### config.mk
export PLATFORM = sky130hd
export DESIGN_NAME = frame_scanner
export DESIGN_NICKNAME = d
export VERILOG_FILES = /design/src/verilog/frame_pkg.sv /design/src/verilog/scan_pkg.sv /design/src/verilog/rx_framer.sv /design/src/verilog/octet_counter.sv /design/src/verilog/addr_match.sv /design/src/verilog/arp_match.sv /design/src/verilog/ipv4_match.sv /design/src/verilog/crc32_check.sv /design/src/verilog/frame_scanner.sv
export SDC_FILE = /design/constraint.sdc
export NUM_CORES = 1
export LEC_CHECK = 0
export BUFFER_PORTS_ARGS = -buffer_cell sky130_fd_sc_hd__clkbuf_2
export CAP_MARGIN = 40
export CORE_ASPECT_RATIO = 2
export CORE_UTILIZATION = 40
export DETAILED_ROUTE_END_ITERATION = 12
export MAX_ROUTING_LAYER = met4
export PLACE_DENSITY = 0.64
export SLEW_MARGIN = 10
export SYNTH_ARGS = -nofsm -noshare
export SYNTH_HDL_FRONTEND = slang
export SYNTH_SLANG_ARGS = --single-unit
### constraint.sdc
create_clock -name clk -period 5.2 [get_ports clk]
set_input_delay 0.26 -clock clk [delete_from_list [all_inputs] [get_ports clk]]
set_output_delay 0.26 -clock clk [all_outputs]
set_load 0.03 [all_outputs]
### src/verilog/frame_pkg.sv
// ##############################
// Ethernet/ARP/IPv4 wire format
// Offsets, protocol values, limits
// ##############################
`default_nettype none

package frame_pkg;

	// Preamble and start-of-frame delimiter
	localparam logic [7:0] preamble_octet = 8'h55;
	localparam logic [7:0] sfd_octet = 8'hd5;

	// Idle cycles required ahead of an SFD
	localparam logic [3:0] min_ifg = 4'd10;
	// Frames reaching this octet count are dropped
	localparam logic [10:0] max_frame_len = 11'd1536;

	// Ethertype field and its values
	localparam logic [10:0] eth_type_off = 11'd12;
	localparam logic [15:0] ethertype_ipv4 = 16'h0800;
	localparam logic [15:0] ethertype_arp = 16'h0806;

	// Octet offsets counted from the first octet after the SFD
	localparam logic [10:0] src_mac_first_off = 11'd6;
	localparam logic [10:0] arp_hdr_off = 11'd14;
	localparam logic [10:0] arp_op_end = 11'd21;
	// ARP target protocol address, four octets
	localparam logic [10:0] arp_tpa_off = 11'd38;
	localparam logic [10:0] ip_hdr_off = 11'd14;
	localparam logic [10:0] ip_len_off = 11'd16;
	localparam logic [10:0] ip_ttl_off = 11'd22;
	// IPv4 destination address, four octets
	localparam logic [10:0] ip_dst_off = 11'd30;
	localparam logic [10:0] ip_hdr_end = 11'd34;

	// 14 octets of MAC header plus 4 of FCS
	localparam logic [10:0] eth_overhead = 11'd18;
	// Raw CRC register value after a good FCS, no final inversion
	localparam logic [31:0] crc_residue = 32'hdebb20e3;

	// Configuration memory layout
	localparam logic [3:0] cfg_mac_base = 4'd0;
	localparam logic [3:0] cfg_ip_base = 4'd8;

endpackage

`default_nettype wire

### src/verilog/scan_pkg.sv
// ##############################
// Frame scanner internal types
// ##############################
`default_nettype none

package scan_pkg;

	// Octet position counter width
	localparam int cnt_w = 11;

	// Receive framer states
	typedef enum logic [1:0] {
		idle,
		preamble,
		data,
		drop
	} rx_state_t;

	// Frame category reported in the status summary
	typedef enum logic [1:0] {
		cat_other = 2'd0,
		cat_arp = 2'd1,
		cat_ipv4 = 2'd2
	} category_t;

endpackage

`default_nettype wire

### src/verilog/rx_framer.sv
// ##############################
// Receive framer
// Preamble/SFD check, gap and drop
// ##############################
`timescale 1ns/1ps
`default_nettype none

module rx_framer (
	input  logic       clk,
	input  logic       rst,
	input  logic [7:0] eth_in,
	input  logic       eth_in_s,
	input  logic       eth_pkt,
	input  logic       ifg_ok,
	input  logic       too_long,
	output logic       in_data
);

	scan_pkg::rx_state_t state;
	logic strobe;

	// Only octets inside the envelope count
	assign strobe = eth_in_s & eth_pkt;

	always_ff @(posedge clk) begin
		if (rst) begin
			state <= scan_pkg::idle;
		end else begin
			case (state)
				scan_pkg::idle: begin
					// First octet decides between preamble and junk
					if (strobe) begin
						if (eth_in == frame_pkg::preamble_octet)
							state <= scan_pkg::preamble;
						else
							state <= scan_pkg::drop;
					end
				end
				scan_pkg::preamble: begin
					if (strobe && eth_in == frame_pkg::sfd_octet) begin
						// SFD only accepted after a full gap
						state <= ifg_ok ? scan_pkg::data : scan_pkg::drop;
					end else if (strobe && eth_in != frame_pkg::preamble_octet) begin
						// Scrambled preamble
						state <= scan_pkg::drop;
					end else if (!eth_pkt) begin
						state <= scan_pkg::idle;
					end
				end
				scan_pkg::data: begin
					if (!eth_pkt)
						state <= scan_pkg::idle;
					else if (too_long)
						state <= scan_pkg::drop;
				end
				scan_pkg::drop: begin
					// Wait out the rest of the frame
					if (!strobe)
						state <= scan_pkg::idle;
				end
				default: state <= scan_pkg::idle;
			endcase
		end
	end

	// Stays high one cycle past the last octet, while eth_pkt is low
	assign in_data = state == scan_pkg::data;

	// Data only ever opens on a strobed SFD seen after a full gap
	assert property (@(posedge clk) disable iff (rst)
		$rose(in_data) |-> $past(ifg_ok && eth_in_s && eth_in == frame_pkg::sfd_octet));

endmodule

`default_nettype wire

### src/verilog/octet_counter.sv
// ##############################
// Octet position and gap timer
// ##############################
`timescale 1ns/1ps
`default_nettype none

module octet_counter (
	input  logic                      clk,
	input  logic                      rst,
	input  logic                      in_data,
	output logic [scan_pkg::cnt_w-1:0] pos,
	output logic                      ifg_ok,
	output logic                      too_long
);

	logic [3:0] gap;

	// Position of the octet now on eth_in, zero outside a frame
	always_ff @(posedge clk) begin
		if (rst)
			pos <= '0;
		else if (in_data)
			pos <= pos + 1'b1;
		else
			pos <= '0;
	end

	assign too_long = pos >= frame_pkg::max_frame_len;

	// Gap timer, saturates once the minimum gap is reached
	always_ff @(posedge clk) begin
		if (rst) begin
			// Line is treated as idle out of reset
			gap <= frame_pkg::min_ifg;
		end else if (in_data) begin
			gap <= '0;
		end else if (gap != frame_pkg::min_ifg) begin
			gap <= gap + 1'b1;
		end
	end

	assign ifg_ok = gap >= frame_pkg::min_ifg;

endmodule

`default_nettype wire

### src/verilog/addr_match.sv
// ##############################
// Address match against config
// Dest MAC, ARP target IP, IP dest
// ##############################
`timescale 1ns/1ps
`default_nettype none

module addr_match (
	input  logic                      clk,
	input  logic                      rst,
	input  logic [scan_pkg::cnt_w-1:0] pos,
	input  logic [7:0]                data_d1,
	input  logic [7:0]                cfg_d,
	output logic [3:0]                cfg_a,
	output logic                      pass_ethmac,
	output logic                      pass_ipdst,
	output logic                      pass_arptpa
);

	logic [scan_pkg::cnt_w-1:0] tpa_idx;
	logic [scan_pkg::cnt_w-1:0] ip_idx;
	logic in_mac, in_tpa, in_ip;
	logic want_mac, want_tpa, want_ip;
	logic cfg_m;

	assign tpa_idx = pos - frame_pkg::arp_tpa_off;
	assign ip_idx = pos - frame_pkg::ip_dst_off;

	// Field windows for the octet now on eth_in
	assign in_mac = pos < frame_pkg::src_mac_first_off;
	assign in_tpa = pos >= frame_pkg::arp_tpa_off && pos < frame_pkg::arp_tpa_off + 11'd4;
	assign in_ip = pos >= frame_pkg::ip_dst_off && pos < frame_pkg::ip_dst_off + 11'd4;

	// Memory answers next cycle, lined up with data_d1
	always_comb begin
		if (in_mac)
			cfg_a = frame_pkg::cfg_mac_base + pos[3:0];
		else if (in_tpa)
			cfg_a = frame_pkg::cfg_ip_base + tpa_idx[3:0];
		else if (in_ip)
			cfg_a = frame_pkg::cfg_ip_base + ip_idx[3:0];
		else
			cfg_a = '0;
	end

	assign cfg_m = cfg_d == data_d1;

	always_ff @(posedge clk) begin
		if (rst) begin
			want_mac <= 1'b0;
			want_tpa <= 1'b0;
			want_ip <= 1'b0;
			pass_ethmac <= 1'b0;
			pass_ipdst <= 1'b0;
			pass_arptpa <= 1'b0;
		end else begin
			// Windows delayed by one to match the memory latency
			want_mac <= in_mac;
			want_tpa <= in_tpa;
			want_ip <= in_ip;
			if (want_mac && !cfg_m) pass_ethmac <= 1'b0;
			if (want_tpa && !cfg_m) pass_arptpa <= 1'b0;
			if (want_ip && !cfg_m) pass_ipdst <= 1'b0;
			// Optimistic restart ahead of each frame
			if (pos == '0) begin
				pass_ethmac <= 1'b1;
				pass_arptpa <= 1'b1;
				pass_ipdst <= 1'b1;
			end
		end
	end

endmodule

`default_nettype wire

### src/verilog/arp_match.sv
// ##############################
// ARP request template check
// ##############################
`timescale 1ns/1ps
`default_nettype none

module arp_match (
	input  logic                      clk,
	input  logic                      rst,
	input  logic [scan_pkg::cnt_w-1:0] pos,
	input  logic [7:0]                data_d1,
	output logic                      pass
);

	logic [scan_pkg::cnt_w-1:0] hdr_idx;
	logic [7:0] template;
	logic want;

	assign hdr_idx = pos - frame_pkg::arp_hdr_off;

	// Registered so the template lines up with data_d1
	always_ff @(posedge clk) begin
		if (pos < frame_pkg::arp_hdr_off) begin
			// Ethertype, high octet first
			template <= pos[0] ? frame_pkg::ethertype_arp[7:0] : frame_pkg::ethertype_arp[15:8];
		end else begin
			case (hdr_idx[2:0])
				// Hardware type Ethernet
				3'd0: template <= 8'h00;
				3'd1: template <= 8'h01;
				// Protocol type IPv4
				3'd2: template <= frame_pkg::ethertype_ipv4[15:8];
				3'd3: template <= frame_pkg::ethertype_ipv4[7:0];
				// Hardware and protocol address lengths
				3'd4: template <= 8'h06;
				3'd5: template <= 8'h04;
				// Operation, request
				3'd6: template <= 8'h00;
				default: template <= 8'h01;
			endcase
		end
	end

	always_ff @(posedge clk) begin
		if (rst) begin
			want <= 1'b0;
			pass <= 1'b0;
		end else begin
			want <= pos >= frame_pkg::eth_type_off && pos <= frame_pkg::arp_op_end;
			if (pos == '0) pass <= 1'b1;
			if (want && data_d1 != template) pass <= 1'b0;
		end
	end

endmodule

`default_nettype wire

### src/verilog/ipv4_match.sv
// ##############################
// IPv4 header check
// Template, TTL, length, checksum
// ##############################
`timescale 1ns/1ps
`default_nettype none

module ipv4_match (
	input  logic                      clk,
	input  logic                      rst,
	input  logic [scan_pkg::cnt_w-1:0] pos,
	input  logic [7:0]                data_d1,
	output logic                      pass,
	output logic [15:0]               ip_length
);

	logic [7:0] template;
	logic [7:0] cmp_mask;
	logic want, mask_df, ttl_flag;
	logic [7:0] data_d2;
	logic sum_gate, hi_byte;
	logic [15:0] sum;
	logic [15:0] addend;
	logic [16:0] sum_ext;

	// Ethertype, version/IHL, then flags and fragment offset
	always_ff @(posedge clk) begin
		if (pos == frame_pkg::ip_hdr_off)
			template <= 8'h45;
		else if (pos < frame_pkg::ip_hdr_off)
			template <= pos[0] ? frame_pkg::ethertype_ipv4[7:0] : frame_pkg::ethertype_ipv4[15:8];
		else
			template <= 8'h00;
	end

	// DF bit is allowed, any other flag or offset is a fragment
	assign cmp_mask = {1'b1, ~mask_df, 6'h3f};

	// Previous octet for the 16-bit length capture
	always_ff @(posedge clk)
		data_d2 <= data_d1;

	// One's-complement sum, even offsets are the high octet
	assign addend = hi_byte ? {data_d1, 8'h00} : {8'h00, data_d1};
	assign sum_ext = {1'b0, sum} + {1'b0, addend};

	always_ff @(posedge clk) begin
		if (pos == '0)
			sum <= '0;
		else if (sum_gate)
			sum <= sum_ext[15:0] + {15'b0, sum_ext[16]};
	end

	always_ff @(posedge clk) begin
		if (rst) begin
			want <= 1'b0;
			mask_df <= 1'b0;
			ttl_flag <= 1'b0;
			sum_gate <= 1'b0;
			hi_byte <= 1'b0;
			ip_length <= '0;
			pass <= 1'b0;
		end else begin
			want <= (pos >= frame_pkg::eth_type_off && pos <= frame_pkg::ip_hdr_off) ||
				pos == frame_pkg::ip_hdr_off + 11'd6 || pos == frame_pkg::ip_hdr_off + 11'd7;
			mask_df <= pos == frame_pkg::ip_hdr_off + 11'd6;
			ttl_flag <= pos == frame_pkg::ip_ttl_off;
			sum_gate <= pos >= frame_pkg::ip_hdr_off && pos < frame_pkg::ip_hdr_end;
			hi_byte <= ~pos[0];
			// Total length sits in data_d2/data_d1 two positions later
			if (pos == frame_pkg::ip_len_off + 11'd2)
				ip_length <= {data_d2, data_d1};
			if (pos == '0) pass <= 1'b1;
			if (want && (data_d1 & cmp_mask) != template) pass <= 1'b0;
			// Expired packet
			if (ttl_flag && data_d1 == 8'h00) pass <= 1'b0;
			// Header sum settles one cycle after the last header octet
			if (pos == frame_pkg::ip_hdr_end + 11'd1 && sum != 16'hffff) pass <= 1'b0;
		end
	end

endmodule

`default_nettype wire

### src/verilog/crc32_check.sv
// ##############################
// Ethernet CRC-32 residue check
// ##############################
`timescale 1ns/1ps
`default_nettype none

module crc32_check (
	input  logic       clk,
	input  logic       rst,
	input  logic       in_data,
	input  logic [7:0] data_d1,
	output logic       crc_ok
);

	// Reflected IEEE 802.3 polynomial
	localparam logic [31:0] crc_poly = 32'hedb88320;

	logic in_data_d1, in_data_d2;
	logic gate, first;
	logic [31:0] crc;

	// LSB-first update over one octet
	function automatic logic [31:0] crc_byte(input logic [31:0] c_in, input logic [7:0] d);
		logic [31:0] c;
		c = c_in ^ {24'h0, d};
		for (int i = 0; i < 8; i++)
			c = c[0] ? ((c >> 1) ^ crc_poly) : (c >> 1);
		return c;
	endfunction

	// data_d1 holds frame octets while in_data is high on both sides
	assign gate = in_data & in_data_d1;
	assign first = gate & ~in_data_d2;

	always_ff @(posedge clk) begin
		if (rst) begin
			in_data_d1 <= 1'b0;
			in_data_d2 <= 1'b0;
			crc <= '1;
		end else begin
			in_data_d1 <= in_data;
			in_data_d2 <= in_data_d1;
			// Preset folded into the first update
			if (gate)
				crc <= crc_byte(first ? 32'hffffffff : crc, data_d1);
		end
	end

	// FCS included, so a good frame leaves the fixed residue
	assign crc_ok = crc == frame_pkg::crc_residue;

endmodule

`default_nettype wire

### src/verilog/frame_scanner.sv
// ##############################
// Ethernet receive frame scanner
// Pipeline, summary, output stream
// ##############################
`timescale 1ns/1ps
`default_nettype none

module frame_scanner (
	input  logic        clk,
	input  logic        rst,
	input  logic [7:0]  eth_in,
	input  logic        eth_in_s,
	input  logic        eth_pkt,
	output logic [3:0]  cfg_a,
	input  logic [7:0]  cfg_d,
	output logic [7:0]  odata,
	output logic        odata_s,
	output logic        odata_f,
	output logic        status_valid,
	output logic [5:0]  status_vec,
	output logic [10:0] pack_len
);

	logic in_data, ifg_ok, too_long;
	logic [scan_pkg::cnt_w-1:0] pos;
	logic pass_ethmac, pass_ipdst, pass_arptpa;
	logic arp_ok, ipv4_ok, crc_ok;
	logic [15:0] ip_length;
	logic accept, acc_d1, acc_d2, final_octet;
	logic [7:0] data_d1, data_d2;
	logic unicast_src, ip_len_ok;
	logic pass_arp, pass_ip;
	scan_pkg::category_t category;

	rx_framer u_framer (.clk(clk), .rst(rst), .eth_in(eth_in), .eth_in_s(eth_in_s),
		.eth_pkt(eth_pkt), .ifg_ok(ifg_ok), .too_long(too_long), .in_data(in_data));

	octet_counter u_counter (.clk(clk), .rst(rst), .in_data(in_data), .pos(pos),
		.ifg_ok(ifg_ok), .too_long(too_long));

	addr_match u_addr (.clk(clk), .rst(rst), .pos(pos), .data_d1(data_d1), .cfg_d(cfg_d),
		.cfg_a(cfg_a), .pass_ethmac(pass_ethmac), .pass_ipdst(pass_ipdst),
		.pass_arptpa(pass_arptpa));

	arp_match u_arp (.clk(clk), .rst(rst), .pos(pos), .data_d1(data_d1), .pass(arp_ok));

	ipv4_match u_ipv4 (.clk(clk), .rst(rst), .pos(pos), .data_d1(data_d1), .pass(ipv4_ok),
		.ip_length(ip_length));

	crc32_check u_crc (.clk(clk), .rst(rst), .in_data(in_data), .data_d1(data_d1),
		.crc_ok(crc_ok));

	// Octet taken into the frame this cycle
	assign accept = in_data & eth_in_s & eth_pkt;

	// Two-stage data pipeline, no back-pressure
	always_ff @(posedge clk) begin
		data_d1 <= accept ? eth_in : 8'h00;
		data_d2 <= data_d1;
	end

	always_ff @(posedge clk) begin
		if (rst) begin
			acc_d1 <= 1'b0;
			acc_d2 <= 1'b0;
			unicast_src <= 1'b0;
			ip_len_ok <= 1'b0;
			pack_len <= '0;
		end else begin
			acc_d1 <= accept;
			acc_d2 <= acc_d1;
			// Group bit of the source MAC, must be clear
			if (pos == '0) unicast_src <= 1'b1;
			if (pos == frame_pkg::src_mac_first_off + 11'd1) unicast_src <= ~data_d1[0];
			if (in_data)
				ip_len_ok <= 17'(pos) >= 17'(ip_length) + 17'(frame_pkg::eth_overhead);
			// Same exit condition as the framer, held until the next frame ends
			if (in_data && (!eth_pkt || too_long))
				pack_len <= eth_pkt ? pos + 11'd1 : pos;
		end
	end

	// Last octet is on odata, nothing behind it
	assign final_octet = acc_d2 & ~acc_d1;

	assign pass_arp = unicast_src & crc_ok & arp_ok & pass_arptpa;
	assign pass_ip = unicast_src & crc_ok & pass_ethmac & ipv4_ok & pass_ipdst & ip_len_ok;
	assign category = pass_ip ? scan_pkg::cat_ipv4 :
		pass_arp ? scan_pkg::cat_arp : scan_pkg::cat_other;

	assign odata = data_d2;
	assign odata_s = acc_d2;
	assign odata_f = final_octet;
	assign status_valid = final_octet;
	assign status_vec = {pass_ip, pass_arp, pass_ethmac, crc_ok, category};

	// Summary only once the framer has closed the frame
	assert property (@(posedge clk) disable iff (rst) status_valid |-> !in_data);
	// A stream on odata always opens with octet zero of its frame
	assert property (@(posedge clk) disable iff (rst) $rose(odata_s) |-> $past(pos, 2) == '0);

endmodule

`default_nettype wire

==> results of run 1 <==
## cell type report
| class | instances | area share [%] |
|---|---|---|
| clock buffer | 17 | 4.703 |
| clock inverter | 15 | 2.103 |
| inverter | 19 | 0.7885 |
| multi-input combinational | 714 | 55.13 |
| sequential | 134 | 29.66 |
| tap | 262 | 3.624 |
| timing repair buffer | 64 | 3.998 |
## through the flow
step                      utilization (%)  worst slack, ns  instance area (µm²)  hold slack (ns)  power (mW)
final                               45.63            1.057                 9045          0.04538       2.467
after global routing                45.63           0.7055                 9045          0.05144       2.538
after CTS                           45.63            1.056                 9045          0.04042       2.484
after detailed placement            42.53            1.067                 8429           0.4006       1.220
after global placement              42.37            1.131                 8398           0.3979       1.218
after floorplan                         -            1.197                 8041           0.3258       1.180
## sequential cells by signal, indices dropped and copies added (netlist names), 4 cells and up
register	cells
u_ipv4.ip_length	16
pack_len	11
u_ipv4.sum	16
data_d1	8
u_ipv4.data_d2	8
u_crc.crc	32
u_counter.pos	11
u_counter.gap	4
u_arp.template	4
## cell families (layout without fill, tap and decap cells)
family | count (synthesis) | after routing | synth area share (%)
adder cells (fa/ha/maj) | 39 | 39 | 6.162
flip-flops | 134 | 134 | 33.36
AND/OR/NAND/NOR | 337 | 337 | 20.88
AO/OA/AOI/OAI | 151 | 151 | 13.54
XOR/XNOR | 164 | 164 | 18.50
buffers and inverters | 79 | 115 | 4.683
multiplexers | 23 | 23 | 2.878
## worst max-delay path by stage
| stage | startpoint | endpoint | slack (ns) | depth (start not counted) |
|---|---|---|---|---|
| final | data_d1[1]$_SDFF_PN0_ | u_ipv4.sum[10]$_SDFFE_PP0P_ | 1.06 | 16 |
| after detailed placement | data_d1[1]$_SDFF_PN0_ | u_ipv4.sum[10]$_SDFFE_PP0P_ | 1.07 | 16 |
| after global placement | u_ipv4.hi_byte$_SDFF_PP0_ | u_ipv4.sum[10]$_SDFFE_PP0P_ | 1.13 | 18 |
| after floorplan | data_d1[0]$_SDFF_PN0_ | u_ipv4.sum[10]$_SDFFE_PP0P_ | 1.20 | 19 |
| after global routing | data_d1[1]$_SDFF_PN0_ | u_ipv4.sum[10]$_SDFFE_PP0P_ | 0.71 | 16 |
| after CTS | data_d1[1]$_SDFF_PN0_ | u_ipv4.sum[10]$_SDFFE_PP0P_ | 1.06 | 16 |
## power groups by stage
stage,Combinational [mW],Sequential [mW],Clock [mW]
after floorplan,0.0935,1.09,0
after global placement,0.133,1.08,0
after detailed placement,0.135,1.08,0
after CTS,0.135,1.06,1.29
after global routing,0.146,1.06,1.33
final,0.134,1.06,1.27
## routing by layer
| metal | routed length [µm] | share of wire, % | up-vias |
|---|---|---|---|
| met5 | 0 | 0 | - |
| met4 | 1167 | 5.4 | 0 |
| met3 | 546 | 2.5 | 74 |
| met2 | 11670 | 54 | 139 |
| met1 | 8041 | 38 | 3049 |
| li1 | - | - | 3224 |
## placed cells by master (no fill, tap or decap), types with 5 or more instances in the layout
master,Yosys,layout
ha_1,38,38
nand4_1,20,20
buf_4,7,10
a31oi_1,5,5
clkbuf_2,0,50
nor2b_1,20,20
nand3b_1,5,5
nand2_1,42,42
mux2i_1,22,22
and2_1,24,24
xnor2_1,110,110
a211oi_1,25,25
nor3_1,11,11
a211o_1,32,32
inv_1,19,19
o21ai_0,22,22
nand3_1,22,22
a21o_1,10,10
clkinvlp_4,0,6
xor2_1,48,48
a21oi_1,31,30
nor4_1,10,10
nor3b_1,7,7
dfxtp_1,134,134
nor2_1,138,138
and3_1,8,8
clkbuf_16,0,17
nand2b_1,12,12
==> impl_metrics.tcl, run 1 <==
set metrics [dict create \
    status "finished clean" \
    comb_power_share_pct 5.4 \
    portBuffers 51 \
    async_reset_ff_share_pct 0 \
    timing.rr.end "u_ipv4.sum[10]$_SDFFE_PP0P_" \
    startpoint_type "flip-flop" \
    firstDrtPassIters 6 \
    grt_pass1_vias 6518 \
    nFillCells 1982 \
    drive_gt1_share_pct 12.25 \
    setup_tns_ns 0 \
    synth_seq_area_share_pct 33.36 \
    synth_edf_count 0 \
    cp_num_buf_inv 0 \
    tightest_slew_ns 0.6665 \
    synth_cell_types 64 \
    vias_per_cell 5.295 \
    synthFlopType "dfxtp_1" \
    rows 73 \
    drtAntennaViolNets 0 \
    cts_tree "done" \
    avgSynthCellArea_um2 8.675 \
    place.gp.congestion 0.9404 \
    switchingPower_uw 607.0 \
    grt_util_met2_pct 40.24 \
    cts.repair.resized 0 \
    fp.dieW_um 102.3 \
    grt_max_degree 65 \
    drv_slew 0 \
    power.share.sequential_pct 43.1 \
    clock_sink_count 134 \
    nets 1009 \
    syn_area_um2 8041 \
    via_count 6486 \
    p_int_mw 1.860 \
    dieArea_um2 20710 \
    synth_cells 927 \
    vdd_ir_drop_max_uv 230.9 \
    met1_usage_pct 22.29 \
    clk_pin_slew_worst_paths_ns 0.06 \
    finalSetupViolCount 0 \
    period_minus_slack_ns 4.143 \
    wirelength_um 21420 \
    relSlewSlack_pct 55.57 \
    wl_per_cell_um 17.49 \
    finalCritPeriodShare_pct 79.68 \
    postSynthNetCount 986 \
    yosys.area.top_type "dfxtp_1" \
    worstSetupEndpointType "flip-flop" \
    max_freq_ghz 0.2413 \
    power_leakage_nw 3.614 \
    worst_path_largest_cell_delay_ns 0.62 \
    worstHoldPathType "in2reg" \
    skew_ns 0.007440 \
    synth_most_common_cell "nor2_1" \
    post-cts-setup-buffers 0 \
    seq_area_um2 2683 \
    hold_path_depth 2 \
    hold_viol 0 \
    path_class "reg2reg" \
    crit_chain "nand2b_1 > fa_1 > nand2b_1 > a211oi_1 > o21bai_1 > a32oi_1 > a21o_1 > a21o_1 > ha_1 > ha_1 > and2_1 > and4bb_4 > a21oi_2 > a221oi_2 > mux2_2 > o211ai_1" \
    clk_latency_ns 0.45 \
    drv_cap 0 \
    diodes 0 \
    htreeDepth 4 \
    powerDensity_nw_per_um2 272.7 \
    cp_max_fo 11 \
    grt_setup_unrepaired "no" \
    fin_cells 1225 \
    synth_common_cells "138 x nor2_1, 134 x dfxtp_1, 110 x xnor2_1" \
    swShare_pct 24.60 \
    design.core.area_um2 19820 \
    min-delay-start "eth_in[3]" \
    critPathSlowestCell "dfxtp_1" \
    synth_top_area_share_pct 33.36 \
    area_delta_synth_final_pct 12.48 \
    clock_path_buffers 2 \
    worstHoldEndpoint "data_d1[3]$_SDFF_PN0_" \
    die_y_um 202.5 \
    overflow 0 \
    arrival_ns 4.51 \
    grt_pass1_wl_um 34180 \
    ys_seq_elements 134 \
    multi_input_area_um2 4986 \
    grt.busiest_layer "met2" \
    antenna_found_initial 0 \
    io_pins 52 \
    ctsRootBufferMaster "clkbuf_16" \
    crit_family "compound AO/OA/AOI/OAI gates" \
    yosys_warnings 0 \
    p_clk_share_pct 51.5 \
    reg2regPathDepth 16 \
    cp_data_required_time_ns 5.57 \
    numCtsBuffers 17 \
    ff2ff_setup_slack_ns 1.06 \
    grt_use_total_pct 22.66 \
    initial_core_util_pct 40.57 \
    grt_util_met3_pct 3.614 \
    drtIter0Drc 304 \
    r2r-start "data_d1[1]$_SDFF_PN0_" \
    cts_hold_buffers 0 \
    synthTopCellsByArea "dfxtp_1 33%, xnor2_1 12%, nor2_1 6.4%" \
    dp_hpwl_um 16160 \
    drc 0 \
    placedCellCount 1193 \
]
No activity file was read; power rests on OpenSTA's default activity.
==> run 2, diff against run 1 <==
- ABC_AREA: not set -> 1
- PLACE_DENSITY: 0.64 -> 0.65
- clock period: 5.2 -> 3.44 ns (I/O delays scaled with it)
==> run 2 against run 1 <==
Non-clock buffer count grew 32; fmax up 29%; global-route usage rose by 4.9 points; critical path type unchanged; largest power group unchanged; largest cell class unchanged; sequential power is 67% higher; worst setup slack worse by 0.83 ns; combinational power grew to 7.2 times the previous value.
==> impl_metrics.tcl, run 2 <==
set metrics [dict create \
    largest_register_ffs 32 \
    yosys_warnings 0 \
    drive_gt1_share_pct 13.22 \
    die_y_um 210.5 \
    cp_max_fo 7 \
    relSlewSlack_pct 42.65 \
    drv_slew 0 \
    total_power_mw 4.568 \
    yosys.area_share.simple_pct 30.91 \
    power_leakage_nw 4.698 \
    ys_seq_elements 134 \
    via_count 8792 \
    synth_xor_area_share_pct 9.019 \
    synth_seq_area_share_pct 30.84 \
    dieArea_um2 22380 \
    worstHoldPathType "in2reg" \
    ff2ff_setup_slack_ns 0.22 \
    path_class "reg2reg" \
    cts_tree "done" \
    numCtsBuffers 17 \
    worstSetupEndpointType "flip-flop" \
    reg_top3 "u_crc.crc x32, u_ipv4.ip_length x16, u_ipv4.sum x16" \
    final_common_cell "nand2_1" \
    synthAdderAreaFrac_pct 5.696 \
    dp_hpwl_um 22710 \
    clk_latency_ns 0.44 \
    antenna_found_initial 0 \
    cp_data_required_time_ns 3.78 \
    synth_edf_count 0 \
    yosys.area.top_type "dfxtp_1" \
    wl_met1_um 9457 \
    tightest_slew_ns 0.8591 \
    muxShareOfSynthArea_pct 0 \
    placed_area_um2 9374 \
    grt_pass1_vias 8728 \
    area_delta_synth_final_pct 16.50 \
    htreeDepth 4 \
    synth_cell_types 52 \
    finalSetupViolCount 0 \
    wl_per_cell_um 17.41 \
    overflow 0 \
    place.gp.congestion 1.040 \
    whs_ns 0.03336 \
    grt_pass1_wl_um 44700 \
    design.core.area_um2 21400 \
    period_minus_slack_ns 3.216 \
    fp.dieW_um 106.3 \
    nFillCells 2247 \
    timing.rr.end "u_ipv4.sum[15]$_SDFFE_PP0P_" \
    seq_area_um2 2689 \
    synth_top_area_share_pct 30.84 \
    layout_common_cells "268 x nand2_1, 184 x inv_1, 177 x nor2_1" \
    max_freq_ghz 0.3110 \
    nets 1439 \
    utilization_pct 47.36 \
    vdd_ir_drop_max_uv 292.4 \
    hold_viol 0 \
    dr_wl_met3_um 888 \
    worst_path_largest_cell_delay_ns 0.39 \
    clock_sink_count 134 \
    hold_path_depth 3 \
    vias_per_cell 5.280 \
    finalCritPeriodShare_pct 93.49 \
    grt_use_total_pct 27.56 \
    portBuffers 51 \
    drtIter0Drc 350 \
    drv_cap 0 \
    synth_common_cells "271 x nand2_1, 186 x inv_1, 182 x nor2_1" \
    clock_path_buffers 2 \
    postSynthNetCount 1370 \
    worstHoldEndpoint "data_d1[0]$_SDFF_PN0_" \
    fin_area_um2 10130 \
    drtAntennaViolNets 0 \
    min-delay-start "eth_in[0]" \
    async_reset_ff_share_pct 0 \
    grt_setup_unrepaired "no" \
    powerDensity_nw_per_um2 450.8 \
    io_pins 52 \
    synthTopCellsByArea "dfxtp_1 31%, nand2_1 12%, inv_1 8.0%" \
    synth_top_family_by_area "simple AND/OR/NAND/NOR gates" \
    wirelength_um 28980 \
    top_register "u_crc.crc" \
    multi_input_area_um2 5180 \
    firstDrtPassIters 7 \
    wl_met2_um 15540 \
    highest_layer "met4" \
    crit_chain "buf_4 > nor2_1 > ha_1 > nand2_1 > nor2_2 > nand2_1 > nand3_2 > nand2_2 > nand2_2 > a21oi_1 > o21bai_1 > ha_2 > buf_4 > nand2_1 > nor2_1 > nand2_1 > nor2_1 > nand2_1 > nor2_1 > nand3_1 > nand2_1 > nand3_1 > nand2_1 > inv_1" \
    rows 76 \
    initial_core_util_pct 40.65 \
    synth_most_common_cell "nand2_1" \
    synthFlopType "dfxtp_1" \
    synth_compound_area_share_pct 12.66 \
    skew_ns 0.007512 \
    clk_pin_slew_worst_paths_ns 0.06 \
    drc 0 \
    syn_area_um2 8698 \
    status "finished clean" \
    arrival_ns 3.56 \
    crit_path_frequent_cell "nand2_1" \
    ctsRootBufferMaster "clkbuf_16" \
    reg2regPathDepth 24 \
    r2r-start "u_ipv4.hi_byte$_SDFF_PP0_" \
    diodes 0 \
    avgSynthCellArea_um2 6.635 \
    grt_max_degree 46 \
    critPathSlowestCell "dfxtp_4" \
    startpoint_type "flip-flop" \
    synth_cells 1311 \
]
==> run 2: changes by cell type in the layout (fill, tap and decap cells not counted), sizes merged, moves of 20 or more <==
cell    previous run  this run
nor2b             20         0
o21ai             24        77
nor2             139       185
nand2             44       288
and2              24         4
a21oi             33       101
buf               14        39
nand3             22        73
a211o             32         0
xnor2            114        20
inv               24       193
a211oi            25         1
mux2i             22         0
==> run 2: repair_timing <==
item / 4_1_cts / 5_1_grt
hold endpoints to repair: 6 / 0
resized for setup: 2 / 28
endpoints found under the setup margin: 2 / 8
setup buffers: 0 / 3
hold buffers: 6 / 0
pin swaps: 0 / 4
==> run 2: layer usage <==
| metal | track usage, % | vias to the layer above |
|---|---|---|
| met5 | - | - |
| met4 | 27.87 | 0 |
| met3 | 4.082 | 171 |
| met2 | 50.36 | 258 |
| met1 | 22.48 | 4033 |
| li1 | - | 4330 |
==> run 2: logic make-up after synthesis <==
family,count (synthesis)
AO/OA/AOI/OAI,205
XOR/XNOR,78
adder cells (fa/ha/maj),39
buffers and inverters,238
flip-flops,134
AND/OR/NAND/NOR,617
==> run 2: per-stage QoR <==
step	TNS (ns)	instances	worst slack (ns)
2_1_floorplan	0	1311	0.1419
3_3_place_gp	0	1624	0.02044
3_5_place_dp	-0.08057	1625	-0.07385
4_1_cts	0	1662	0.02584
5_1_grt	0	1665	0.008852
6_report	0	1665	0.2240
==> run 2: worst max-delay path by stage <==
| stage | cells past startpoint | slack [ns] | to | startpoint |
|---|---|---|---|---|
| floorplan | 24 | 0.14 | u_ipv4.sum[14]$_SDFFE_PP0P_ | data_d1[0]$_SDFF_PN0_ |
| global placement | 22 | 0.02 | u_ipv4.sum[14]$_SDFFE_PP0P_ | u_ipv4.hi_byte$_SDFF_PP0_ |
| detailed placement | 22 | -0.07 | u_ipv4.sum[14]$_SDFFE_PP0P_ | u_ipv4.hi_byte$_SDFF_PP0_ |
| CTS | 22 | 0.03 | u_ipv4.sum[10]$_SDFFE_PP0P_ | u_ipv4.hi_byte$_SDFF_PP0_ |
| global route | 22 | 0.009 | u_ipv4.sum[10]$_SDFFE_PP0P_ | u_ipv4.hi_byte$_SDFF_PP0_ |
| finish | 24 | 0.22 | u_ipv4.sum[15]$_SDFFE_PP0P_ | u_ipv4.hi_byte$_SDFF_PP0_ |
==> run 2: worst max-delay path, delay by kind of cell (launching register included) <==
kind                     cells  cell delay (ns)
AO/OA/AOI/OAI                2             0.24
flip-flops                   1             0.39
AND/OR/NAND/NOR             17             1.67
buffers and inverters        3             0.30
adder cells (fa/ha/maj)      2             0.52
==> run 2: layout make-up <==
type                            instances  area share (%)
Clock inverter                         11           1.235
Clock buffer                           20           4.408
Timing Repair Buffer                   96           6.198
Multi-Input combinational cell        939           51.12
Tap cell                              273           3.371
Sequential cell                       134           26.53
Inverter                              192           7.137
==> run 2: power breakdown <==
group          internal [mW]  switching [mW]  total [mW]
Clock                   1.08           0.743        1.83
Sequential              1.67           0.108        1.77
Combinational          0.323           0.646       0.968
